**src/hw/core_params.svh**
```systemverilog
`ifndef CORE_PARAMS_SVH
`define CORE_PARAMS_SVH
`default_nettype none

// start address after reset
`define Z8_RESET_PC 16'h000C
`define Z8_ROM_ADDR_BITS 10
`define Z8_REG_COUNT 128

// special registers
`define Z8_REG_PORT2 8'h02
`define Z8_REG_RP 8'hFD
`define Z8_WORKING_GROUP 4'hE

`default_nettype wire
`endif
```
**src/hw/registerFile.sv**
```systemverilog
`include "core_params.svh"
`timescale 1ns/1ns
`default_nettype none

module registerFile (
    input  logic        clk,
    input  logic        rst,
    input  logic [7:0]  rdAddrA,
    input  logic [7:0]  rdAddrB,
    input  logic        write,
    input  logic [7:0]  writeAddr,
    input  logic [7:0]  writeData,
    output logic [7:0]  rdDataA,
    output logic [7:0]  rdDataB,
    output logic [3:0]  rp,
    output logic [7:0]  port2
);
    localparam int IdxBits = $clog2(`Z8_REG_COUNT);

    logic [7:0] regs [0:`Z8_REG_COUNT-1];

    function automatic logic [7:0] readReg(input logic [7:0] a);
        if (a < `Z8_REG_COUNT) begin
            return regs[a[IdxBits-1:0]];
        end else if (a == `Z8_REG_RP) begin
            return {rp, 4'h0};
        end
        return 8'h00;
    endfunction

    assign rdDataA = readReg(rdAddrA);
    assign rdDataB = readReg(rdAddrB);

    always_ff @(posedge clk) begin
        if (write && writeAddr < `Z8_REG_COUNT) begin
            regs[writeAddr[IdxBits-1:0]] <= writeData;
        end
    end

    always_ff @(posedge clk) begin
        if (rst) begin
            rp <= 4'h0;
            port2 <= 8'h00;
        end else if (write) begin
            if (writeAddr == `Z8_REG_RP) begin
                rp <= writeData[7:4];
            end
            if (writeAddr == `Z8_REG_PORT2) begin
                port2 <= writeData;
            end
        end
    end
endmodule

`default_nettype wire

```
**config.mk**
```make
export PLATFORM = sky130hd
export DESIGN_NAME = registerFile
export DESIGN_NICKNAME = d
export VERILOG_FILES = /design/src/hw/registerFile.sv
export VERILOG_INCLUDE_DIRS = /design/src /design/src/hw
export SDC_FILE = /design/constraint.sdc
export NUM_CORES = 1
export LEC_CHECK = 0
export ABC_CLOCK_PERIOD_IN_PS = 3860
export BUFFER_PORTS_ARGS = -buffer_cell sky130_fd_sc_hd__clkbuf_2
export CAP_MARGIN = 5
export CORE_MARGIN = 2
export CORE_UTILIZATION = 41
export DETAILED_ROUTE_END_ITERATION = 7
export SYNTH_ARGS = -nofsm -noshare
export SYNTH_HDL_FRONTEND = slang
export SYNTH_SLANG_ARGS = --single-unit
```
**constraint.sdc**
```tcl
create_clock -name clk -period 3.86 [get_ports clk]
set_clock_uncertainty 0.15 [all_clocks]
set_input_delay 0.772 -clock clk [delete_from_list [all_inputs] [get_ports clk]]
set_output_delay 0.772 -clock clk [all_outputs]
set_load 0.005 [all_outputs]
```
# [After elaboration in Yosys (flattened, before gate mapping)]
# Memories as Yosys holds them, arrays and structs flattened.
# Cells that the tools add are included.
# W data, S select, Z words.
[totals] register_bits=12 ramBits=1024 input_bits=35 output_inout_bits=28 wordCells=25 mem_count=1
[memory_table] memory="regs" words=128 word_bits=8 rd=2 rd_clocked_by_memory_dff=0 write_ports=1 line="registerFile.sv:20" rtl="logic [7:0] regs [0:`Z8_REG_COUNT-1];"
[classes] order_cmp=3 eq_ne=4 muxes=12 n_reduce_logical=3
[op_table] operator="$mux W8" n=6
[op_table] operator="$eq A8 B8 Y1 const B" n=3
[op_table] operator="$lt A8 B8 Y1 const B" n=3
[op_table] operator="$eq A8 B2 Y1 const B" n=1
[op_table] operator="$mux W1" n=6
[op_table] operator="$reduce_and A2 Y1" n=2
[op_table] operator="$logic_and A1 B1 Y1" n=1

# [Longest topological paths before layout]
[depth] ltp_word=4 depth_mapped=11 mapped_depth_nobuf=6

# [Worst setup path before layout]
# OpenSTA, ideal clock, no wires.
[synth_path] path_type="input port to output port" startpoint="input port rdAddrB[0]" endpoint="output port rdDataB[5]" t_arrival_ns=2.480 required_time_ns=2.938 path_slack_ns=0.458 stages=9 cell_sequence="buf_6 -> buf_6 -> buf_6 -> buf_6 -> mux4_2 -> a22oi_1 -> nor2_1 -> nor4b_1 -> a31oi_1"
[synth_between] elab_chain_cells=4 word_cells_on_any_way=7 cone_classes="order compare (1); eq/ne (1); mux (4); memory (1)"
[synth_rtl] item="from (decl)" line="registerFile.sv:9" rtl="input logic [7:0] rdAddrB,"
[synth_rtl] item="parallel branches: the longest is 3 deep, another holds $mem_v2 Z128 W8"
[synth_rtl] item="$mux W8 *" line="registerFile.sv:28" rtl="return 8'h00;"
[synth_rtl] item="to (decl)" line="registerFile.sv:14" rtl="output logic [7:0] rdDataB,"
# Mark *: on every way between the ends.

# [Worst setup path after layout]
[layout_path] startpoint="input port rdAddrB[4]" endpoint="output port rdDataB[0]"
# The elaborated chain is that of the path after synthesis.

==> flow_summary.yaml <==
outcome:
  status: "complete, but fails checks"
  violations: "setup timing"
synth:
  syn_avg_cell_area_um2: 18.5
  postSynth.asyncResetShare_pct: 0
  synth_enable_flop_cells: 1024
  yosysWarningCount: 0
  ys.flop_type: "edfxtp_1"
  syn-cell-area_mm2: 0.0494
  syn_inst: 2661
  ys_top_cells_by_area: "edfxtp_1, mux4_2, mux2i_1"
  synthDistinctLibCells: 64
  ys_seq_area_share_pct: 62.8
  yosys_register_bits: 1036
  yosysTopAreaCell: "edfxtp_1"
  synthesis.nets: 2696
  yosys.area.top_type_share_pct: 62.3
power:
  total_power_mw: 26.1
  powerDensity_mw_per_mm2: 417
  p_leak_nw: 21.3
  ir_drop_uv: 391
clocking:
  clock_path_buffers: 3
  clkLatencyLatePin_ps: 690
  htree_num_levels: 3
  cts_tree: "yes"
  ctsHoldBuffers: 0
  clkTransAtPathRegs_ps: 60
  cts_sinks: 1036
  ctsRootBufferMaster: "clkbuf_16"
  numCtsBuffers: 111
critical_path:
  slowest_delay_ps: 470
  worst-path-stages: 10
  worstReg2RegEnd: "rp[3]"
  startpoint: "rdAddrB[4]"
  r2r_cells: 2
  critPathRequiredTime_ps: 2940
  worstReg2RegStart: "rp[3]"
  ff2ff_setup_slack_ps: 2600
  worst_setup_path_start_kind: "input pin"
  critical_path.endpoint: "rdDataB[0]"
  crit_top_cell: "buf_4"
  crit_type: "in -> out"
  critPathCaptureType: "primary output"
  crit_chain: "clkbuf_2 > buf_4 > inv_1 > nor2_1 > nand2_1 > buf_4 > o211ai_1 > nor2_2 > a221oi_4 > buf_2"
  worst-path-max-fanout: 6
  critPathBufInv: 5
  critPathTopFamily: "buffers and inverters"
  slowest_stage: "a221oi_4"
  cp.arrival_ps: 3200
die:
  core_mm2: 0.120
  floorplan.initialDensity_pct: 41.2
  die_x_um: 351
  chipHeight_um: 351
  rows: 127
  io_pins: 63
  die_area_mm2: 0.123
drt:
  num_vias: 32500
  wl_per_cell_um: 35.5
  drtIter0Drc: 4934
  final_antenna_net_count: 0
  viasPerCell: 6.39
  drt_wl_total_um: 180000
  drt_drc_violations_left: 0
  dr.pass1.iters: 6
timing:
  period_share_pct: 107
  rsz0062_at_grt: "true"
  clock.fmax_ghz: 0.243
  whs_ps: 201
  relSlewSlack_pct: 17.4
  finalCriticalPeriod_ps: 4120
  hold_viol: 0
  slew_violations: 0
  worst_pin_slew_ps: 1240
  layout_setup_ws_ps: -262
  setup-violations-final: 15
global_routing:
  grt_max_degree: 122
  grt_overflow: 0
  grt_pass1_wl_um: 249000
  grt_pass1_vias: 32500
  antenna_found_initial: 15
  grt_usage_pct: 29.0
placed_design:
  gp_congestion: 1.02
  hpwl_um: 123000
  placed_cells: 4780
  io_buffers: 62
min_path:
  hp-class: "in -> reg"
layout:
  final-instance-count-excl-fill: 5077
  layout-drive-gt1-share_pct: 47.6
  syn_to_final_growth_pct: 26.7
  fillers: 9460
  fin_nets: 3403
run:
  maxCapViolations: 0
-- stage by stage --
stage,util (%),area (um2),TNS (ps),setup WS [ps]
floorplan,-,49400,0,458
global placement,46.8,56000,-7610,-922
detailed placement,46.8,56000,-8030,-1030
CTS,51.6,61700,-1320,-134
global route,52.2,62500,-2200,-210
finish,52.2,62500,-2120,-262
-- state kept, by name (all words and copies together), names as in the netlist --
register	flops
regs	1024
rp	4
port2	8
-- cells in the final DEF (no fill, tap or decap), types with 9 or more instances in the layout --
| cell | n |
|---|---|
| a221oi_2 | 17 |
| buf_16 | 24 |
| a31oi_1 | 11 |
| mux2i_2 | 17 |
| nor2_1 | 171 |
| buf_8 | 14 |
| clkinv_2 | 30 |
| a211oi_2 | 10 |
| buf_6 | 36 |
| nor3_1 | 13 |
| a22oi_1 | 38 |
| o21a_1 | 11 |
| clkbuf_1 | 10 |
| a21oi_1 | 32 |
| nand2_1 | 105 |
| buf_4 | 592 |
| clkbuf_2 | 37 |
| mux2_2 | 15 |
| clkinv_1 | 22 |
| clkinvlp_4 | 10 |
| nor2b_1 | 18 |
| buf_12 | 73 |
| mux2i_1 | 188 |
| a221oi_4 | 12 |
| dfxtp_1 | 12 |
| a22oi_2 | 9 |
| edfxtp_1 | 1024 |
| o21ai_0 | 19 |
| mux4_2 | 474 |
| a221oi_1 | 10 |
| nand3_1 | 38 |
| clkbuf_16 | 114 |
| bufinv_16 | 10 |
| buf_2 | 9 |
| o21ai_1 | 11 |
-- repair_timing --
action,in CTS,in global routing
resized for setup,283,118
pin swaps,62,57
setup buffers,66,28
gates cloned,11,3
endpoints found under the setup margin,16,16
-- cells in the mapped netlist (8+ instances only) --
master,count
a211oi_1,15
a21oi_1,41
a221oi_1,39
a22oi_1,47
a31oi_1,15
and3_1,9
buf_1,8
buf_2,53
buf_4,40
buf_6,36
buf_8,10
clkbuf_1,47
dfxtp_1,12
edfxtp_1,1024
inv_1,8
mux2_2,21
mux2i_1,211
mux4_2,468
nand2_1,112
nand3_1,46
nor2_1,178
nor2b_1,20
nor3_1,16
nor4_1,13
o21a_1,11
o21ai_0,37
o22ai_1,16
-- kinds of logic after synthesis --
| family | Yosys count | synth area share [%] |
|---|---|---|
| flip-flops | 1036 | 62.8 |
| buffers and inverters | 209 | 2.83 |
| AO/OA/AOI/OAI | 269 | 3.83 |
| multiplexers | 708 | 26.5 |
| AND/OR/NAND/NOR | 439 | 4.02 |
-- power breakdown --
part | internal, mW | switching (mW) | leakage, nW
sequential | 12.4 | 0.0114 | 9.30
combinational | 1.39 | 1.68 | 10.2
clock | 5.96 | 4.66 | 1.75
total | 19.7 | 6.36 | 21.3
-- routing by layer --
metal / track usage (%) / routed length [um] / vias up
met5: 0 / 108 / -
met4: 12.2 / 8320 / 18
met3: 7.27 / 20500 / 396
met2: 44.5 / 82400 / 2172
met1: 39.4 / 68900 / 17100
li1: - / - / 12700
-- final cells by class --
| type | count | area (um2) | area share [%] |
|---|---|---|---|
| Clock buffer | 121 | 2820 | 4.50 |
| Inverter | 11 | 42.5 | 0.0681 |
| Sequential cell | 1036 | 31000 | 49.6 |
| Clock inverter | 85 | 759 | 1.21 |
| Timing Repair Buffer | 792 | 7600 | 12.2 |
| Multi-Input combinational cell | 1416 | 18300 | 29.2 |
| Antenna cell | 4 | 10.0 | 0.0160 |
| Tap cell | 1612 | 2020 | 3.23 |
-- worst min-delay path by stage --
| stage | from | end | slack, ps | depth (start not counted) |
|---|---|---|---|---|
| 3_3_place_gp | port2[2] | port2[2] | 300 | 2 |
| 6_report | writeData[6] | regs[32][6] | 200 | 1 |
| 5_1_grt | writeData[6] | regs[36][6] | 220 | 1 |
| 3_5_place_dp | port2[4] | port2[4] | 300 | 2 |
| 4_1_cts | writeData[6] | regs[36][6] | 190 | 1 |
| 2_1_floorplan | port2[2] | port2[2] | 300 | 2 |
No activity file was read; power rests on OpenSTA's default activity.
