$ cat src/hw/core_params.svh
`ifndef CORE_PARAMS_SVH
`define CORE_PARAMS_SVH
`default_nettype none

// start address after reset
`define Z8_RESET_PC 16'h000C
`define Z8_ROM_ADDR_BITS 10
`define Z8_REG_COUNT 128

// special registers
`define Z8_REG_PORT2 8'h02
`define Z8_REG_RP 8'hFD
`define Z8_WORKING_GROUP 4'hE

`default_nettype wire
`endif
$ cat src/hw/z8Pkg.sv
`default_nettype none

package z8Pkg;

    // one-operand ops use {0, high nibble}, two-operand ops {1, high nibble}
    typedef enum logic [4:0] {
        aluDec  = 5'h00,
        aluRlc  = 5'h01,
        aluInc  = 5'h02,
        aluCom  = 5'h06,
        aluLd   = 5'h08,
        aluRl   = 5'h09,
        aluClr  = 5'h0B,
        aluRrc  = 5'h0C,
        aluSra  = 5'h0D,
        aluRr   = 5'h0E,
        aluSwap = 5'h0F,
        aluAdd  = 5'h10,
        aluAdc  = 5'h11,
        aluSub  = 5'h12,
        aluSbc  = 5'h13,
        aluOr   = 5'h14,
        aluAnd  = 5'h15,
        aluTcm  = 5'h16,
        aluTm   = 5'h17,
        aluCp   = 5'h1A,
        aluXor  = 5'h1B
    } aluOp_e;

    // bit order of the Z8 flags register
    typedef struct packed {
        logic       c;
        logic       z;
        logic       s;
        logic       v;
        logic       d;
        logic       h;
        logic [1:0] unused;
    } flags_t;

    // R operand or a pair of working registers r,r
    typedef union packed {
        logic [7:0] regAddr;
        struct packed {
            logic [3:0] hi;
            logic [3:0] lo;
        } nib;
    } operandByte_u;

    typedef enum logic [2:0] {
        execNone    = 3'd0,
        execAlu     = 3'd1,
        execJumpRel = 3'd2,
        execJumpAbs = 3'd3,
        execDjnz    = 3'd4,
        execFlagOp  = 3'd5
    } execKind_e;

endpackage

`default_nettype wire

$ cat src/hw/decodeStage.sv
`include "core_params.svh"
`timescale 1ns/1ns
`default_nettype none

module decodeStage (
    input  logic                 clk,
    input  logic                 rst,
    input  logic                 instrValid,
    input  logic [7:0]           opcode,
    input  z8Pkg::operandByte_u  second,
    input  logic [7:0]           third,
    input  logic [3:0]           rp,
    input  logic [7:0]           rdDataA,
    input  logic [7:0]           rdDataB,
    output logic [7:0]           rdAddrA,
    output logic [7:0]           rdAddrB,
    output logic                 opValid,
    output z8Pkg::execKind_e     kind,
    output z8Pkg::aluOp_e        aluOp,
    output logic [7:0]           opA,
    output logic [7:0]           opB,
    output logic                 writeEn,
    output logic [7:0]           writeAddr,
    output logic [3:0]           cond,
    output logic [15:0]          target
);
    import z8Pkg::*;

    logic [3:0] hi;
    logic [3:0] col;

    assign hi = opcode[7:4];
    assign col = opcode[3:0];

    // working register group maps through rp
    function automatic logic [7:0] expand(input logic [7:0] a);
        return (a[7:4] == `Z8_WORKING_GROUP) ? {rp, a[3:0]} : a;
    endfunction

    function automatic logic isUnary(input logic [3:0] h);
        case (h)
            4'h0, 4'h1, 4'h2, 4'h6, 4'h9, 4'hB, 4'hC, 4'hD, 4'hE, 4'hF: return 1'b1;
            default: return 1'b0;
        endcase
    endfunction

    function automatic logic isBinary(input logic [3:0] h);
        return (h[3] == 1'b0) || (h == 4'hA) || (h == 4'hB);
    endfunction

    // cp, tm and tcm only set flags
    function automatic logic stores(input logic [3:0] h);
        return (h[3:2] == 2'b00) || (h[3:1] == 3'b010) || (h == 4'hB);
    endfunction

    always_comb begin
        case (col)
            4'h0, 4'h6: rdAddrA = expand(second.regAddr);
            4'h2: rdAddrA = {rp, second.nib.hi};
            4'h4: rdAddrA = expand(third);
            default: rdAddrA = {rp, hi};
        endcase
        rdAddrB = (col == 4'h2) ? {rp, second.nib.lo} : expand(second.regAddr);
    end

    always_ff @(posedge clk) begin
        if (rst) begin
            opValid <= 1'b0;
        end else begin
            opValid <= instrValid;
        end
    end

    always_ff @(posedge clk) begin
        if (instrValid) begin
            kind <= execNone;
            aluOp <= aluLd;
            opA <= rdDataA;
            opB <= rdDataB;
            writeEn <= 1'b0;
            writeAddr <= rdAddrA;
            cond <= hi;
            target <= {{8{second.regAddr[7]}}, second.regAddr};
            case (col)
                4'h0: begin
                    if (isUnary(hi)) begin
                        kind <= execAlu;
                        aluOp <= aluOp_e'({1'b0, hi});
                        writeEn <= 1'b1;
                    end
                end
                4'h1: begin
                    // srp
                    if (hi == 4'h3) begin
                        kind <= execAlu;
                        opB <= second.regAddr;
                        writeAddr <= `Z8_REG_RP;
                        writeEn <= 1'b1;
                    end
                end
                4'h2: begin
                    if (isBinary(hi)) begin
                        kind <= execAlu;
                        aluOp <= aluOp_e'({1'b1, hi});
                        writeEn <= stores(hi);
                    end
                end
                4'h4: begin
                    if (hi == 4'hE) begin
                        kind <= execAlu;
                        writeEn <= 1'b1;
                    end
                end
                4'h6: begin
                    opB <= third;
                    if (hi == 4'hE) begin
                        kind <= execAlu;
                        writeEn <= 1'b1;
                    end else if (isBinary(hi)) begin
                        kind <= execAlu;
                        aluOp <= aluOp_e'({1'b1, hi});
                        writeEn <= stores(hi);
                    end
                end
                4'hA: begin
                    kind <= execDjnz;
                    aluOp <= aluDec;
                    writeEn <= 1'b1;
                end
                4'hB: kind <= execJumpRel;
                4'hC: begin
                    kind <= execAlu;
                    opB <= second.regAddr;
                    writeEn <= 1'b1;
                end
                4'hD: begin
                    kind <= execJumpAbs;
                    target <= {second.regAddr, third};
                end
                4'hE: begin
                    kind <= execAlu;
                    aluOp <= aluInc;
                    writeEn <= 1'b1;
                end
                4'hF: begin
                    // rcf, scf, ccf
                    if (hi >= 4'hC && hi <= 4'hE) begin
                        kind <= execFlagOp;
                    end
                end
                default: begin
                end
            endcase
        end
    end
endmodule

`default_nettype wire

$ cat config.mk
export PLATFORM = sky130hd
export DESIGN_NAME = decodeStage
export DESIGN_NICKNAME = d
export VERILOG_FILES = /design/src/hw/z8Pkg.sv /design/src/hw/decodeStage.sv
export VERILOG_INCLUDE_DIRS = /design/src /design/src/hw
export SDC_FILE = /design/constraint.sdc
export NUM_CORES = 1
export LEC_CHECK = 0
export BUFFER_PORTS_ARGS = -buffer_cell sky130_fd_sc_hd__buf_2
export CORE_MARGIN = 4
export CORE_UTILIZATION = 45
export CTS_CLUSTER_DIAMETER = 30
export CTS_CLUSTER_SIZE = 12
export DETAILED_ROUTE_END_ITERATION = 12
export HOLD_SLACK_MARGIN = 0.1
export PLACE_DENSITY = 0.78
export SYNTH_ARGS = -nofsm -noshare
export SYNTH_HDL_FRONTEND = slang
export SYNTH_SLANG_ARGS = --single-unit
$ cat constraint.sdc
create_clock -name clk -period 2.5 [get_ports clk]
set_input_delay 0.25 -clock clk [delete_from_list [all_inputs] [get_ports clk]]
set_output_delay 0.25 -clock clk [all_outputs]
set_load 0.05 [all_outputs]
-- After elaboration in Yosys (flattened, before gate mapping)
Memories as Yosys holds them, arrays and structs flattened.
Cells that the tools add are included.
- bits in registers: 54
- bits in read-only memories: 16
- bits of input ports: 47
- output and inout bits: 70
- logic and storage cells: 68
- memories: 1
- memory list (name ; words ; width ; read ports ; clocked after memory_dff ; write ports ; line ; source):
    (name not given) ; 16 ; 1 ; 1 ; 0 ; 0 ; decodeStage.sv:41 ; case (h)
- magnitude comparators: 2
- equal/unequal tests: 17
- multiplexer cells: 28
- bitwise operators: 1
- reduce and logical (&&, ||, !) cells: 10
- operators with widths (kind ; number):
    2-to-1 mux 8 bit ; 6
    one-hot mux 8 bit (3 select lines) ; 2
    == test 4 bit (second input constant) ; 11
    one-hot mux 3 bit (10 select lines) ; 1
    one-hot mux 5 bit (5 select lines) ; 1
    2-to-1 mux 15 bit ; 1
    2-to-1 mux 1 bit ; 11
    2-to-1 mux 5 bit ; 2
    == test 4 x 2 -> 1 bit (second input constant) ; 2
    == test 4 x 3 -> 1 bit (second input constant) ; 2
    2-to-1 mux 3 bit ; 2
    one-hot mux 1 bit (6 select lines) ; 1
    == test 4 x 1 -> 1 bit (second input constant) ; 1
    >= comparator 4 bit (second input constant) ; 1
    less-or-equal comparator 4 bit (second input constant) ; 1
    zero test 4 bit ; 1
    logical OR 1 bit ; 4
    2-to-1 mux 4 bit ; 1
    OR reduction 2 bit ; 2
    == test 3 x 2 -> 1 bit (second input constant) ; 1
    OR reduction 3 bit ; 1
    zero test 2 bit ; 1
    logical AND 1 bit ; 1
    inverter 1 bit ; 1

-- Depth between registers and ports, before layout
- word-level depth: 6
- gate-level depth with buffers: 7
- depth with buffers taken out: 4

-- Worst setup path before layout
OpenSTA, ideal clock, no wires.
- kind: in2out
- from: in opcode[2]
- to: out rdAddrB[5]
- data arrival time: 2114 ps
- data required time: 2250 ps
- slack: 136 ps
- stages: 4
- buffers on the path: 2
- cells stage by stage: clkbuf_1 buf_1 nor3_1 o21ai_0
- word-level cells in the longest chain between the ends: 2
- RTL lines (what ; line ; source):
    start, declared ; decodeStage.sv:9 ; input logic [7:0] opcode,
    == test 4 x 2 -> 1 bit ; decodeStage.sv:63 ; rdAddrB = (col == 4'h2) ? {rp, second.nib.lo} : expand(second.regAddr);
    2-to-1 mux 8 bit ; decodeStage.sv:63 ;
    end, declared ; decodeStage.sv:16 ; output logic [7:0] rdAddrB,
No other way between the ends.

-- Worst setup path after layout
- from: in opcode[3]
- to: out rdAddrA[4]
- word-level cells in the longest chain between the ends: 3
- elaborated cells between the ends (all ways): 6
- classes of those cells: eq/ne (3); mux (1); reduce/logical (2)
- RTL lines (what ; line ; source):
    == test 4 x 3 -> 1 bit or zero test 4 bit (tied branches) ; decodeStage.sv:57 ; case (col)
    OR reduction 2 bit ; decodeStage.sv:57 ;
    one-hot mux 8 bit (3 select lines) (*) ; decodeStage.sv:57 ;
    end, declared ; decodeStage.sv:15 ; output logic [7:0] rdAddrA,
Every way passes the cells marked *; elsewhere a longest branch is shown, timed or not.

==> results.cfg <==
[run_status]
outcome = complete, no violations

[logic_synthesis]
synth_ff_type = edfxtp_1
async_reset_ff_share_pct = 0
syn_area_um2 = 2800
syn_inst = 224
ys_types = 56
yosysSeqAreaShare_pct = 57.7
ys_ff_latch = 54
synth_area_per_cell_um2 = 12.5
synth_edf_count = 53
synth_fp_nets = 271
yosysWarningCount = 0

[sta]
period_minus_slack_ns = 2.15
max-slew-margin-rel_pct = 54.7
rsz0062_at_grt = no
fin_crit_sh_pct = 85.8
finalHoldViolCount = 0
finalSetupViolations = 0
report.final.slew_viol_count = 0
fmax_mhz = 466
tightest_slew_ns = 0.676
finalSetupTns_ns = 0

[route]
drt-total-wl_um = 7290
via_count = 2300
wire_per_inst_um = 17.2
ant_nets = 0
drtIter0Drc = 134
firstDrtPassIters = 4
routed_via_density = 5.44
drc_errors = 0

[critical_path]
crit_start = opcode[3]
worstPathArrival_ns = 1.90
endpoint_kind = primary output
cp_cell_sequence = buf_2, buf_4, nor2_2, o21ai_0, a221o_1, buf_2
max_stage_delay_ns = 0.44
slowest_stage = a221o_1
crit_top_cell = buf_2
cp_max_fo = 17
path_buf_inv = 3
cp_top_family = compound AO/OA/AOI/OAI gates
start_kind = input port
crit_type = input port to primary output
cp_data_required_time_ns = 2.25

[die]
design.die.area_um2 = 7540
chipWidth_um = 86.8
fp.dieH_um = 86.8
num_io_pins = 117
std_cell_rows = 28
core_um2 = 5990
initial_core_util_pct = 46.7

[clock_network]
cts.sinks = 54
post_cts_resized = 0
cts_tree = yes
clk_pin_slew_worst_paths_ns = 0.10
htreeDepth = 2
cts_buffers = 5
clockBufferDepth = 2
cts_root_buf = clkbuf_8

[power_and_ir_drop]
powerDensity_nw_per_um2 = 655
ir_drop_mv = 0.321
total_power_uw = 2380
leakagePower_uw = 0.00158

[placed_design]
dp_hpwl_um = 5430
placed_area_um2 = 3450
gp_congestion = 0.882
port_buffers = 116

[global_routing]
first_global_vias = 2259
grt_pass1_wl_um = 11200
grt_max_degree = 32
track_usage_pct = 19.4
overflow = 0
antenna_found_initial = 0

[cells_and_area]
multi_input_area_um2 = 1060
antennaDiodeCount = 0
area_delta_synth_final_pct = 30.3
layout-drive-gt1-share_pct = 43.4
final_cell_area_um2 = 3640
final-seq-area_um2 = 1610
final_core_util_pct = 60.8
finalNetCount = 394
fillers = 519

[min_path]
hold_path.class = input port to register
min_from = rdDataA[2]

[flow_run]
cap_violations = 0
## where the power goes
group	internal, µW	leakage, µW	switching [µW]
Combinational	176	0.000992	516
Sequential	1080	0.000525	16.6
Clock	301	0.0000585	293
## logic make-up (layout without fill, tap and decap cells)
| group | count (synthesis) | after routing | share of synthesized area [%] |
|---|---|---|---|
| compound gates | 46 | 46 | 13.2 |
| xor+xnor | 2 | 2 | 0.627 |
| buf+inv | 23 | 147 | 4.25 |
| flops | 54 | 54 | 57.7 |
| mux | 25 | 25 | 9.53 |
| simple gates | 74 | 74 | 14.7 |
## cell usage in the layout, fill, tap and decap left out, types with 2 or more instances in the layout
| master | n |
|---|---|
| a21oi_1 | 5 |
| and3_1 | 4 |
| a31oi_1 | 2 |
| nor3_1 | 4 |
| buf_2 | 116 |
| nand2b_1 | 5 |
| a41oi_1 | 2 |
| a31o_2 | 2 |
| mux2_2 | 13 |
| clkbuf_8 | 5 |
| nor2_1 | 7 |
| o31a_1 | 2 |
| o21ai_0 | 6 |
| a211o_1 | 2 |
| nor3b_1 | 2 |
| or2b_1 | 4 |
| dlygate4sd3_1 | 8 |
| nand2_1 | 23 |
| and2_1 | 9 |
| edfxtp_1 | 53 |
| mux2i_1 | 12 |
| o2bb2ai_1 | 2 |
| inv_1 | 7 |
| buf_4 | 7 |
| nor2b_1 | 3 |
| a221o_1 | 10 |
## synthesized netlist by cell type, types with 2 or more instances
master / instances / area [µm²]
edfxtp_1: 53 / 1590
nand2_1: 23 / 86.3
mux2_2: 13 / 146
mux2i_1: 12 / 120
a221o_1: 10 / 100
and2_1: 9 / 56.3
clkbuf_1: 7 / 26.3
inv_1: 7 / 26.3
nor2_1: 7 / 26.3
o21ai_0: 6 / 30.0
a21oi_1: 5 / 25.0
nand2b_1: 5 / 31.3
and3_1: 4 / 25.0
buf_4: 4 / 30.0
nor3_1: 4 / 20.0
or2b_1: 4 / 30.0
nor2b_1: 3 / 18.8
a211o_1: 2 / 17.5
a31o_2: 2 / 17.5
a31oi_1: 2 / 12.5
a41oi_1: 2 / 17.5
buf_2: 2 / 10.0
buf_6: 2 / 22.5
nor3b_1: 2 / 15.0
o2bb2ai_1: 2 / 17.5
o31a_1: 2 / 17.5
## path summary, 6_finish.rpt
kind  slack (ns)  depth (start not counted)          to
max         0.35                          6  rdAddrA[4]
min         0.12                          1      opA[2]
## stage by stage
step           setup slack, ns  std cells  hold WS (ns)
2_1_floorplan            0.136        224         0.322
3_3_place_gp             0.492        407         0.409
3_5_place_dp             0.371        407         0.408
4_1_cts                  0.386        417         0.101
5_1_grt                  0.287        423         0.105
6_report                 0.355        423         0.125
## sequential cells by signal, indices dropped and copies added (netlist names)
signal	flops
target	16
writeAddr	8
opA	8
cond	4
opB	8
aluOp	5
writeEn	1
kind	3
opValid	1
## per-layer routing
layer	global-route usage [%]	vias to the layer above	wire [µm]	part of all wire (%)
met4	4.96	0	55	0.75
met2	31.9	105	3640	50
met5	0	-	0	0
met3	5.42	5	661	9.1
met1	25.2	1078	2930	40
li1	-	1112	-	-
## cell type report
cell class                 instances  area share (%)
sequential                        54            44.2
multi-input combinational        147            29.2
timing repair buffer             132            20.1
tap                               75            2.58
clock buffer                       5            1.89
clock inverter                     3            1.20
inverter                           7           0.721
## repair_timing
item / 4_1_cts / 5_1_grt
hold buffers: 2 / 6
endpoints found under the hold margin: 2 / 6
buffers inserted: 0 / 0
endpoints found under the setup margin: 0 / 0
Note: power is estimated with default switching activity, not from simulation.
