**config.mk**
```make
export PLATFORM = sky130hd
export DESIGN_NAME = fetchStage
export DESIGN_NICKNAME = d
export VERILOG_FILES = /design/src/hw/z8Pkg.sv /design/src/hw/fetchStage.sv
export VERILOG_INCLUDE_DIRS = /design/src /design/src/hw
export SDC_FILE = /design/constraint.sdc
export NUM_CORES = 1
export LEC_CHECK = 0
export ABC_AREA = 1
export BUFFER_PORTS_ARGS = -buffer_cell sky130_fd_sc_hd__buf_2
export CORE_ASPECT_RATIO = 1.1
export CORE_MARGIN = 4
export CORE_UTILIZATION = 49
export DETAILED_ROUTE_END_ITERATION = 8
export GPL_TIMING_DRIVEN = 0
export PLACE_DENSITY = 0.79
export SLEW_MARGIN = 20
export SYNTH_ARGS = -nofsm -noshare
export SYNTH_HDL_FRONTEND = slang
export SYNTH_SLANG_ARGS = --single-unit
```
**constraint.sdc**
```tcl
create_clock -name clk -period 1.8 [get_ports clk]
set_input_delay 0.18 -clock clk [delete_from_list [all_inputs] [get_ports clk]]
set_output_delay 0.18 -clock clk [all_outputs]
set_load 0.05 [all_outputs]
```
**src/hw/core_params.svh**
```systemverilog
`ifndef CORE_PARAMS_SVH
`define CORE_PARAMS_SVH
`default_nettype none

// start address after reset
`define Z8_RESET_PC 16'h000C
`define Z8_ROM_ADDR_BITS 10
`define Z8_REG_COUNT 128

// special registers
`define Z8_REG_PORT2 8'h02
`define Z8_REG_RP 8'hFD
`define Z8_WORKING_GROUP 4'hE

`default_nettype wire
`endif
```
**src/hw/z8Pkg.sv**
```systemverilog
`default_nettype none

package z8Pkg;

    // one-operand ops use {0, high nibble}, two-operand ops {1, high nibble}
    typedef enum logic [4:0] {
        aluDec  = 5'h00,
        aluRlc  = 5'h01,
        aluInc  = 5'h02,
        aluCom  = 5'h06,
        aluLd   = 5'h08,
        aluRl   = 5'h09,
        aluClr  = 5'h0B,
        aluRrc  = 5'h0C,
        aluSra  = 5'h0D,
        aluRr   = 5'h0E,
        aluSwap = 5'h0F,
        aluAdd  = 5'h10,
        aluAdc  = 5'h11,
        aluSub  = 5'h12,
        aluSbc  = 5'h13,
        aluOr   = 5'h14,
        aluAnd  = 5'h15,
        aluTcm  = 5'h16,
        aluTm   = 5'h17,
        aluCp   = 5'h1A,
        aluXor  = 5'h1B
    } aluOp_e;

    // bit order of the Z8 flags register
    typedef struct packed {
        logic       c;
        logic       z;
        logic       s;
        logic       v;
        logic       d;
        logic       h;
        logic [1:0] unused;
    } flags_t;

    // R operand or a pair of working registers r,r
    typedef union packed {
        logic [7:0] regAddr;
        struct packed {
            logic [3:0] hi;
            logic [3:0] lo;
        } nib;
    } operandByte_u;

    typedef enum logic [2:0] {
        execNone    = 3'd0,
        execAlu     = 3'd1,
        execJumpRel = 3'd2,
        execJumpAbs = 3'd3,
        execDjnz    = 3'd4,
        execFlagOp  = 3'd5
    } execKind_e;

endpackage

`default_nettype wire

```
**src/hw/fetchStage.sv**
```systemverilog
`include "core_params.svh"
`timescale 1ns/1ns
`default_nettype none

module fetchStage (
    input  logic                          clk,
    input  logic                          rst,
    input  logic [7:0]                    romData,
    input  logic                          execDone,
    input  logic                          redirect,
    input  logic [15:0]                   redirectPc,
    output logic [`Z8_ROM_ADDR_BITS-1:0]  romAddr,
    output logic                          instrValid,
    output logic [7:0]                    opcode,
    output z8Pkg::operandByte_u           second,
    output logic [7:0]                    third,
    output logic [15:0]                   pc
);
    localparam logic [2:0] StRequest = 3'd0;
    localparam logic [2:0] StByte1 = 3'd1;
    localparam logic [2:0] StByte2 = 3'd2;
    localparam logic [2:0] StByte3 = 3'd3;
    localparam logic [2:0] StIdle = 3'd4;

    logic [2:0] state;

    // byte count by opcode column
    function automatic logic [1:0] instrLength(input logic [7:0] op);
        if (op[3:1] == 3'b111) begin
            return 2'd1;
        end else if (op[3:2] == 2'b01 || op[3:0] == 4'hD) begin
            return 2'd3;
        end
        return 2'd2;
    endfunction

    assign romAddr = pc[`Z8_ROM_ADDR_BITS-1:0];

    always_ff @(posedge clk) begin
        if (rst) begin
            state <= StRequest;
            pc <= `Z8_RESET_PC;
            instrValid <= 1'b0;
        end else begin
            instrValid <= 1'b0;
            case (state)
                StRequest: begin
                    pc <= pc + 16'd1;
                    state <= StByte1;
                end
                StByte1: begin
                    if (instrLength(romData) == 2'd1) begin
                        instrValid <= 1'b1;
                        state <= StIdle;
                    end else begin
                        pc <= pc + 16'd1;
                        state <= StByte2;
                    end
                end
                StByte2: begin
                    if (instrLength(opcode) == 2'd2) begin
                        instrValid <= 1'b1;
                        state <= StIdle;
                    end else begin
                        pc <= pc + 16'd1;
                        state <= StByte3;
                    end
                end
                StByte3: begin
                    instrValid <= 1'b1;
                    state <= StIdle;
                end
                default: begin
                    // wait for execute, then restart at the next or branch pc
                    if (execDone) begin
                        if (redirect) begin
                            pc <= redirectPc;
                        end
                        state <= StRequest;
                    end
                end
            endcase
        end
    end

    always_ff @(posedge clk) begin
        if (state == StByte1) begin
            opcode <= romData;
        end
        if (state == StByte2) begin
            second <= romData;
        end
        if (state == StByte3) begin
            third <= romData;
        end
    end
endmodule

`default_nettype wire

```
* Yosys cells after proc, flatten, opt, wreduce, memory -nomap -nowiden
Cells that the tools add are included.
** Word-level totals
- Flip-flop bits (word level) :: 44
- Output and inout port bits :: 51
** Cells by class
- $add $sub $neg :: 1
- Equal/unequal tests :: 13
- Muxes and demuxes :: 30
- Bitwise operators :: 1
- Reductions and logical operators :: 7
** Operators with widths (number)
- $mux W16 :: 4
- $pmux W16 S4 :: 1
- $mux W2 :: 10
- $add A16 B1 Y16 const B :: 1
- $pmux W3 S4 :: 1
- $mux W1 :: 10
- $mux W3 :: 3
- $eq A4 B4 Y1 const B :: 2
- $reduce_bool A4 Y1 :: 2
- $eq A2 B1 Y1 const B :: 3
- $eq A3 B2 Y1 const B :: 2
- $eq A3 B3 Y1 const B :: 2
- $reduce_and A5 Y1 :: 1
- $reduce_bool A5 Y1 :: 1
- $ne A2 B2 Y1 const B :: 2
- $eq A3 B1 Y1 const B :: 1
- $logic_not A3 Y1 :: 1
- $pmux W1 S3 :: 1
- $eq A2 B2 Y1 const B :: 1
- $logic_or A1 B1 Y1 :: 2
- $not A1 Y1 :: 1

* Depth between registers and ports, before layout
Gate-level depths: netlist of run 1.
- Depth in word-level cells :: 12
- Mapped depth :: 10
- Mapped depth without buffers :: 9

* Worst setup path after synthesis of run 1
OpenSTA, ideal clock, no wires.
- Path kind :: register to register
- From :: register pc[1]
- To :: register pc[8]
- Library setup time :: 123 ps
- Data arrival time :: 1645 ps
- Setup slack :: 31 ps
- Cell stages (with the launch flop) :: 9
- Cells stage by stage :: dfxtp_1 ha_1 nand2_1 nor2_1 nand3_1 nand3_1 nand2_1 nand2_1 a21oi_2
** Between the ends
- Word-level cells in the longest chain between the ends :: 3
- Elaborated cells between the ends (all ways) :: 4
** RTL lines
- start, declared :: RTL line fetchStage.sv:17 : output logic [15:0] pc
- start signal, assigned :: RTL line fetchStage.sv:42 : pc <= `Z8_RESET_PC;
- start signal, assigned :: RTL line fetchStage.sv:48 : pc <= pc + 16'd1;
- start signal, assigned :: RTL line fetchStage.sv:56 : pc <= pc + 16'd1;
- $add A16 B1 Y16 * :: RTL line fetchStage.sv:48, fetchStage.sv:56, fetchStage.sv:65
- $mux W16 (on tied branches) :: RTL line fetchStage.sv:61, fetchStage.sv:52
- $pmux W16 S4 * :: RTL line fetchStage.sv:46 : case (state)
Mark *: on every way between the ends. The rest lies on a longest branch, timed or not. The select of a mux whose other input is x is not followed.
A chain may end at the register's enable or synchronous reset.

* Worst setup path in the final report of run 1
- From :: register state[0]
- To :: register pc[5]
** Between the ends
- Word-level cells in the longest chain between the ends :: 3
- Elaborated cells between the ends (all ways) :: 11
** RTL lines
- start, declared :: RTL line fetchStage.sv:25 : logic [2:0] state;
- start signal, assigned :: RTL line fetchStage.sv:41 : state <= StRequest;
- start signal, assigned :: RTL line fetchStage.sv:49 : state <= StByte1;
- start signal, assigned :: RTL line fetchStage.sv:54 : state <= StIdle;
- $eq A3 B2 Y1 (tied with other cells) :: RTL line fetchStage.sv:46
- $ne A2 B2 Y1 (no source line) (tied with other cells)
- $reduce_and A5 Y1 (no source line)
Several ways; a longest one is shown, not always the timed one.

==> impl_metrics.yaml, run 1 <==
outcome:
  run_status: "complete, no violations"
pwr:
  seqPwrFrac: 0.354
  peakVddDrop_uv: 845
  p_switching_mw: 1.62
  clockPowerShare: 0.230
  p_int_mw: 2.25
  comb_power_share: 0.416
  powerDensity_nw_per_um2: 1350
  p_leak_nw: 1.31
  sw_frac_of_total: 0.419
sta:
  clock.fmax_mhz: 609
  report.final.slew_viol_count: 0
  hold_viol: 0
  setup_violations: 0
  timing.hold.ws_ns: 0.0828
  finalCritPeriodShare: 0.912
  finalSetupTns_ns: 0
  finalCriticalPeriod_ns: 1.64
  worst_pin_slew_ns: 0.671
  max_slew_margin: 0.551
  rsz0062_at_grt: "false"
  final.setup_skew_ns: 0.0103
synthesis:
  yosysWarningCount: 0
  netlist_area_um2: 2230
  syn_nets: 296
  synth_cells: 267
  seq_area_frac_synth: 0.503
  syn_area_per_cell_um2: 8.35
  synth_seq_cells: 44
  synth_cell_types: 27
clocking:
  cts-root-buf: "clkbuf_8"
  clk_pin_slew_ns: 0.09
  clk_path_buf_depth: 2
  clock-sinks: 44
  cts-buffers-inserted: 5
  clk_latency_ns: 0.30
  cts_max_level: 2
  cts_resized: 0
  cts_tree: "done"
detailed_routing:
  remaining_drc_errors: 0
  via_per_inst: 4.99
  first_pass_iters: 4
  ant_nets: 0
  avgRoutedWirePerCell_um: 12.8
  drt-initial-drc-count: 66
  finalWirelength_um: 5260
  num_vias: 2057
final_layout:
  final_cell_mix: "buf_2 (82), nand2_1 (61), nor2_1 (41)"
  multiInputGateArea_um2: 867
  nFillCells: 366
  final_common_cell: "buf_2"
  nNetsFinal: 386
  register_area_um2: 1120
  n_antenna_cell: 0
  final_layout_size_suffix_gt1_frac: 0.372
  area_growth_syn_to_layout_pct: 28.4
die:
  die_h_um: 78.8
  die_area_um2: 5690
  rows: 25
  start_util: 0.513
  io_pins: 79
  core-area_um2: 4350
  die_x_um: 72.3
worst_setup_path:
  start_kind: "flip-flop"
  worstPathRequired_ns: 1.99
  crit_buf_inv: 3
  critPathTopFamily: "simple AND/OR/NAND/NOR gates"
  crit_fanout: 10
  path_cells: "inv_2, nor3_4, nand2_2, nand3_2, inv_1, buf_6, o21ai_0, nor2_1"
  regToRegSetupSlack_ns: 0.16
  critPathKind: "reg2reg"
  r2r_start: "state[0]$_SDFFE_PP0P_"
  r2r-end: "pc[5]$_SDFFE_PP0P_"
  slowest_stage: "dfxtp_1"
  reg2reg_depth: 8
  worst_ep_arrival_time_ns: 1.84
  setup.worst_path.end_class: "flip-flop"
  cp_slowest_stage_delay_ns: 0.46
min_path:
  whs_endpoint: "opcode[5]$_DFFE_PP_"
  min_path_cells: 1
  hold_path_class: "in2reg"
  hp-start: "romData[5]"
placed_design:
  portBuffers: 78
  gp_congestion: 0.853
  hpwlAfterDp_um: 3960
global_route:
  track_usage: 0.191
  grt_pass1_wl_um: 8590
  grt_overflow: 0
  grt_max_degree: 15
  grt_pass1_vias: 1932
  grt_antenna_before_repair: 0
run:
  maxCapViolCount: 0
[what timing repair did]
action,4_1_cts,5_1_grt
endpoints found under the setup margin,0,12
hold endpoints to repair,0,0
hold buffers,0,0
setup buffers,0,5
[routing by layer]
metal / GRT usage / share of wire / vias to the layer above / routed length, µm
met2: 0.325 / 0.49 / 80 / 2560
met3: 0.0532 / 0.092 / 10 / 483
met5: 0 / 0 / - / 0
met1: 0.222 / 0.40 / 924 / 2130
li1: - / - / 1043 / -
met4: 0.0808 / 0.015 / 0 / 80
[cell type report]
cell class	instances	share of cell area
plain buffers	18	0.0520
clock buffers	6	0.0253
clock inverters	2	0.0210
inverters	26	0.0341
multi-input cells	179	0.303
flip-flops and latches	44	0.392
well taps	54	0.0236
repair buffers	83	0.149
[worst max-delay path by stage]
stage          depth (start not counted)             endpoint  slack [ns]                   from
6_report                               8   pc[5]$_SDFFE_PP0P_        0.16  state[0]$_SDFFE_PP0P_
4_1_cts                                2  second[4]$_DFFE_PP_        0.02  state[1]$_SDFFE_PP0P_
3_5_place_dp                           2  second[6]$_DFFE_PP_        0.06  state[1]$_SDFFE_PP0P_
2_1_floorplan                          8   pc[8]$_SDFFE_PP0P_        0.03     pc[1]$_SDFFE_PP0P_
5_1_grt                                8   pc[5]$_SDFFE_PP0P_        0.07  state[0]$_SDFFE_PP0P_
3_3_place_gp                           2  second[7]$_DFFE_PP_        0.03  state[1]$_SDFFE_PP0P_
[flip-flops by register name, indices dropped and copies added (netlist names)]
name and cells:
instrValid 1, opcode 8, pc 16, second 8, state 3, third 8
[through the flow]
step	cell area, µm²	setup WS, ns	power [mW]	cells	util
after global routing	2860	0.0715	4.07	412	0.658
after global placement	2690	0.0342	2.93	399	0.618
after CTS	2820	0.0229	3.84	407	0.649
after floorplan	2230	0.0312	2.61	267	-
final	2860	0.158	3.87	412	0.658
after detailed placement	2690	0.0552	2.96	399	0.618
[cells in the mapped netlist, drive strengths merged]
cell type / instances / area, µm²
inv: 26 / 97.6
edfxtp: 24 / 721
a31oi: 2 / 12.5
buf: 18 / 149
nand2: 71 / 297
o21ai: 13 / 68.8
nand4: 5 / 31.3
nor2: 41 / 154
dfxtp: 20 / 400
nor3: 3 / 26.3
nand3: 25 / 130
or2: 1 / 6.26
mux2i: 1 / 10.0
xor2: 1 / 8.76
ha: 1 / 12.5
a21oi: 15 / 105
[power by group through the flow]
| stage | combinational (mW) | sequential (mW) | clock (mW) |
|---|---|---|---|
| 3_5_place_dp | 1.57 | 1.39 | 0 |
| 6_report | 1.61 | 1.37 | 0.888 |
| 4_1_cts | 1.57 | 1.37 | 0.904 |
| 5_1_grt | 1.72 | 1.39 | 0.955 |
| 3_3_place_gp | 1.55 | 1.38 | 0 |
| 2_1_floorplan | 0.807 | 1.80 | 0 |
[cells by family (layout without fill, tap and decap cells)]
kind of cell,Yosys count,count (layout),share of synthesized area
AND/OR/NAND/NOR,146,146,0.289
multiplexers,1,1,0.00449
AO/OA/AOI/OAI,30,30,0.0836
XOR/XNOR,1,1,0.00393
adder cells (fa/ha/maj),1,1,0.00561
buffers and inverters,44,135,0.111
flip-flops,44,44,0.503
(Power assumes the default switching activity.)
==> inputs of run 2 (changes only) <==
--- a/config.mk
+++ b/config.mk
@@ -6,8 +6,9 @@
 export SDC_FILE = /design/constraint.sdc
 export NUM_CORES = 1
 export LEC_CHECK = 0
-export ABC_AREA = 1
-export BUFFER_PORTS_ARGS = -buffer_cell sky130_fd_sc_hd__buf_2
+export ABC_AREA = 0
+export BUFFER_PORTS_ARGS = -buffer_cell sky130_fd_sc_hd__buf_4
+export CAP_MARGIN = 20
 export CORE_ASPECT_RATIO = 1.1
 export CORE_MARGIN = 4
 export CORE_UTILIZATION = 49
==> impl_metrics.yaml, run 2 <==
final_layout:
  n_antenna_cell: 0
  largest_reg_flops: 16
  final_layout_size_suffix_gt1_frac: 0.453
  final_cell_mix: "buf_4 (93), edfxtp_1 (24), dfxtp_1 (17), nor2_1 (14), nand2_1 (14)"
  fin_cells: 350
  nNetsFinal: 324
  top_register: "pc"
  final_common_cell: "buf_4"
  area_growth_syn_to_layout_pct: 40.8
clocking:
  cts_tree: "done"
  clk_path_buf_depth: 2
  clk_latency_ns: 0.29
  cts-buffers-inserted: 5
  clock-sinks: 44
  clk_pin_slew_ns: 0.08
  cts_max_level: 2
  cts-root-buf: "clkbuf_8"
worst_setup_path:
  critPathLaunch: "opcode[1]$_DFFE_PP_"
  crit_fanout: 10
  critPathKind: "reg2reg"
  r2r-end: "pc[3]$_SDFFE_PP1P_"
  reg2reg_depth: 6
  r2r_start: "opcode[1]$_DFFE_PP_"
  worst_ep_arrival_time_ns: 1.91
  setup.worst_path.end_class: "flip-flop"
  start_kind: "flip-flop"
  regToRegSetupSlack_ns: 0.07
  worstPathRequired_ns: 1.97
pwr:
  seqPwrFrac: 0.366
  comb_power_share: 0.428
  sw_frac_of_total: 0.401
  powerDensity_nw_per_um2: 1170
  peakVddDrop_uv: 529
  power_mw: 3.62
  p_switching_mw: 1.45
  clockPowerShare: 0.206
  p_leak_nw: 1.25
  p_int_mw: 2.17
run:
  maxCapViolCount: 0
sta:
  setup_violations: 0
  finalSetupTns_ns: 0
  final.setup.worst_slack_ns: 0.0659
  finalCriticalPeriod_ns: 1.73
  hold_viol: 0
  clock.fmax_mhz: 577
  final.setup_skew_ns: 0.00523
  worst_pin_slew_ns: 0.715
  max_slew_margin: 0.522
  rsz0062_at_grt: "false"
  report.final.slew_viol_count: 0
  timing.hold.ws_ns: 0.0720
  finalCritPeriodShare: 0.963
global_route:
  grt_max_degree: 15
  grt_pass1_vias: 1870
  grt_overflow: 0
  grt_antenna_before_repair: 0
  track_usage: 0.216
  grt_pass1_wl_um: 9360
die:
  die_h_um: 78.3
  rows: 25
  io_pins: 79
  die_area_um2: 5630
  start_util: 0.510
  die_x_um: 71.9
  core-area_um2: 4320
detailed_routing:
  drt-initial-drc-count: 208
  first_pass_iters: 5
  num_vias: 2045
  avgRoutedWirePerCell_um: 17.2
  via_per_inst: 5.84
  finalWirelength_um: 6010
  remaining_drc_errors: 0
  ant_nets: 0
synthesis:
  synth.top_cell.area_share: 0.327
  synth_flop_cell: "edfxtp_1"
  syn_area_per_cell_um2: 10.7
  synth_cell_types: 46
  yosysWarningCount: 0
  synth_cells: 206
  yosysMostFrequentCell: "edfxtp_1"
  synth_edf_count: 24
  seq_area_frac_synth: 0.509
  netlist_area_um2: 2200
  syn_nets: 235
  synthArstFlopShare: 0
  synth_commonest_cells: "edfxtp_1 (24), dfxtp_1 (20), nand2_1 (14), nor2_1 (14), buf_4 (11)"
  synth_area_leaders: "edfxtp_1 (33%), dfxtp_1 (18%), buf_4 (3.8%), o31ai_1 (3.1%), buf_6 (2.6%)"
  synth_area_leader_cell: "edfxtp_1"
  synth_seq_cells: 44
min_path:
  min_path_cells: 1
  hold_path_class: "in2reg"
  hp-start: "romData[5]"
  whs_endpoint: "opcode[5]$_DFFE_PP_"
outcome:
  run_status: "complete, no violations"
placed_design:
  portBuffers: 78
  hpwlAfterDp_um: 4440
  gp_congestion: 0.917
  pre_cts_slack_ns: -0.184
  dp.cells: 338
-- run 2: power groups by stage --
stage	Combinational, mW	Sequential, mW	Clock (mW)
after floorplan	0.710	1.68	0
after global placement	1.46	1.33	0
after detailed placement	1.47	1.34	0
after CTS	1.49	1.32	0.763
after global routing	1.63	1.35	0.805
final	1.55	1.33	0.745
-- run 2: per-stage QoR --
stage	instance area, µm²	util
5_1_grt	3100	0.718
6_report	3100	0.718
3_3_place_gp	2880	0.666
2_1_floorplan	2220	-
3_5_place_dp	2880	0.666
4_1_cts	3000	0.696
-- run 2: worst max path at each step --
stage / depth (start not counted) / slack, ns / endpoint
after floorplan: 6 / -0.14 / pc[5]$_SDFFE_PP0P_
after global placement: 6 / -0.18 / pc[5]$_SDFFE_PP0P_
after detailed placement: 6 / -0.18 / pc[5]$_SDFFE_PP0P_
after CTS: 6 / 0.01 / pc[14]$_SDFFE_PP0P_
after global routing: 6 / 0.0005 / pc[14]$_SDFFE_PP0P_
final: 6 / 0.07 / pc[3]$_SDFFE_PP1P_
-- run 2: layout make-up --
class | count | area, µm²
Fill cell | 321 | 1220
Sequential cell | 44 | 1130
Multi-Input combinational cell | 129 | 950
Timing Repair Buffer | 82 | 628
Buffer | 25 | 184
Clock buffer | 5 | 68.8
Tap cell | 54 | 67.6
Clock inverter | 3 | 42.5
Inverter | 8 | 30.0
-- run 2: cell families after synthesis --
kind of cell    share of synthesized area
fa+ha+maj                         0.00568
buf+inv                            0.0932
flops                               0.509
mux                               0.00455
simple gates                        0.148
compound gates                      0.239
-- run 2: critical path, stage by stage, from the launching register on --
cell and delay, ns:
edfxtp_1 0.40, or3b_4 0.43, a21o_1 0.17, buf_6 0.14, clkbuf_4 0.20, a311oi_2 0.21, a31oi_1 0.06
-- run 2: routing by layer --
layer	GRT usage	part of all wire	vias up	routed length (µm)
met5	0	0	-	0
met4	0.0789	0.016	0	99
met3	0.0487	0.081	12	485
met2	0.369	0.52	106	3150
met1	0.264	0.38	967	2270
li1	-	-	960	-
-- run 2: timing repair --
item,4_1_cts,5_1_grt
hold endpoints to repair,0,0
pin swaps,0,2
hold buffers,0,0
setup buffers,1,3
setup endpoints to repair,16,14
gates resized for setup,2,19
==> inputs of run 3 (changes only) <==
--- a/config.mk
+++ b/config.mk
@@ -7,7 +7,7 @@
 export NUM_CORES = 1
 export LEC_CHECK = 0
 export ABC_AREA = 0
-export BUFFER_PORTS_ARGS = -buffer_cell sky130_fd_sc_hd__buf_4
+export BUFFER_PORTS_ARGS = -buffer_cell sky130_fd_sc_hd__buf_2
 export CAP_MARGIN = 20
 export CORE_ASPECT_RATIO = 1.1
 export CORE_MARGIN = 4
==> impl_metrics.yaml, run 3 (synthesis results as in run 2) <==
global_route:
  grt_use_met2: 0.345
  grt_max_degree: 15
  grt.met3_usage: 0.0487
  track_usage: 0.208
  grt_pass1_vias: 1833
  grt_antenna_before_repair: 0
  grt_overflow: 0
  grt_use_met1: 0.265
  grt_pass1_wl_um: 9150
  busiest_layer: "met2"
pwr:
  p_int_mw: 1.91
  seqPwrFrac: 0.395
  p_leak_nw: 1.17
  clockPowerShare: 0.179
  p_switching_mw: 1.42
  sw_frac_of_total: 0.427
  powerDensity_nw_per_um2: 1170
  comb_power_share: 0.426
  peakVddDrop_uv: 524
worst_setup_path:
  slowest_stage: "or3b_4"
  worstPathRequired_ns: 2.00
  worst_ep_arrival_time_ns: 1.95
  setup.worst_path.end_class: "flip-flop"
  critPathTopFamily: "simple AND/OR/NAND/NOR gates"
  crit_fanout: 10
  path_cells: "or3b_4, a21o_1, buf_6, and2_4, buf_6, a311oi_2"
  crit_top_cell: "buf_6"
  cp_slowest_stage_delay_ns: 0.43
  critPathKind: "reg2reg"
  crit_buf_inv: 2
  start_kind: "flip-flop"
placed_design:
  dp.cells: 338
  hpwlAfterDp_um: 4220
  portBuffers: 78
  gp_congestion: 0.890
  pre_cts_slack_ns: -0.187
die:
  die_x_um: 71.9
  die_area_um2: 5630
  rows: 25
  io_pins: 79
  die_h_um: 78.3
  start_util: 0.510
  core-area_um2: 4320
final_layout:
  largest_reg_flops: 16
  n_antenna_cell: 0
  fin_cells: 349
  top_register: "pc"
  final_common_cell: "buf_2"
  final_cell_mix: "buf_2 (80), edfxtp_1 (24), dfxtp_1 (17)"
  area_growth_syn_to_layout_pct: 29.4
  final_layout_size_suffix_gt1_frac: 0.444
  nNetsFinal: 323
  final_util: 0.660
clocking:
  cts_hold_buf: 0
  cts-root-buf: "clkbuf_8"
  clk_path_buf_depth: 2
  clk_latency_ns: 0.30
  clock-sinks: 44
  cts_max_level: 2
  clk_pin_slew_ns: 0.08
  cts_tree: "done"
  cts-buffers-inserted: 5
sta:
  final.setup.worst_slack_ns: 0.0476
  finalCriticalPeriod_ns: 1.75
  max_slew_margin: 0.484
  final.setup_skew_ns: 0.00517
  finalSetupTns_ns: 0
  worst_pin_slew_ns: 0.771
  finalCritPeriodShare: 0.974
  report.final.slew_viol_count: 0
  hold_viol: 0
  clock.fmax_mhz: 571
  setup_violations: 0
detailed_routing:
  remaining_drc_errors: 0
  via_per_inst: 5.76
  num_vias: 2010
  avgRoutedWirePerCell_um: 16.3
  first_pass_iters: 4
  ant_nets: 0
  finalWirelength_um: 5700
  drt-initial-drc-count: 154
min_path:
  hold_path_class: "in2reg"
run:
  maxCapViolCount: 0
outcome:
  run_status: "complete, no violations"
-- run 3: cell count changes in the layout (fill, tap and decap cells not counted), sizes merged --
cell and change:
buf -2, clkbuf +1, bufinv -1, clkinv +1
-- run 3: layout make-up --
cell class | count | area, µm²
timing repair buffer | 81 | 425
multi-input combinational | 129 | 930
sequential | 44 | 1130
inverter | 8 | 30.0
tap | 54 | 67.6
buffer | 25 | 181
fill | 351 | 1470
clock buffer | 5 | 68.8
clock inverter | 3 | 18.8
-- run 3: power by group through the flow --
stage / sequential (mW) / combinational, mW / clock [mW]
after CTS: 1.31 / 1.38 / 0.614
after global placement: 1.33 / 1.35 / 0
after floorplan: 1.68 / 0.710 / 0
after detailed placement: 1.33 / 1.37 / 0
after global routing: 1.33 / 1.50 / 0.661
final: 1.31 / 1.42 / 0.597
-- run 3: per-layer routing --
metal  part of all wire  wire (µm)  up-vias
met5                  0          0        -
met1               0.40       2280      937
li1                   -          -      957
met4              0.015         87        0
met3              0.081        463        8
met2               0.50       2870      108
-- run 3: through the flow --
stage	instance area, µm²	total power [mW]	hold WS, ns
5_1_grt	2850	3.49	0.0773
6_report	2850	3.33	0.0822
3_5_place_dp	2680	2.70	0.385
2_1_floorplan	2220	2.39	0.279
3_3_place_gp	2680	2.67	0.382
4_1_cts	2780	3.30	0.0758
-- run 3: timing repair --
action,CTS,global route
endpoints found under the setup margin,14,14
setup buffers,1,2
gates resized for setup,2,12
pin swaps,1,1
-- run 3: path summary, 6_finish.rpt --
| check | from | to | slack, ns | cells past startpoint |
|---|---|---|---|---|
| setup / recovery | opcode[1]$_DFFE_PP_ | pc[1]$_SDFFE_PP0P_ | 0.05 | 6 |
| hold / removal | romData[5] | third[5]$_DFFE_PN_ | 0.08 | 1 |
| hold reg to reg | pc[0]$_SDFFE_PP0P_ | pc[0]$_SDFFE_PP0P_ | 0.53 | 1 |
| setup reg to reg | opcode[1]$_DFFE_PP_ | pc[1]$_SDFFE_PP0P_ | 0.05 | 6 |
-- run 3: worst reg2reg max path: stages (launching register included) --
cell and delay (ns):
edfxtp_1 0.40, or3b_4 0.43, a21o_1 0.18, buf_6 0.14, and2_4 0.13, buf_6 0.14, a311oi_2 0.24
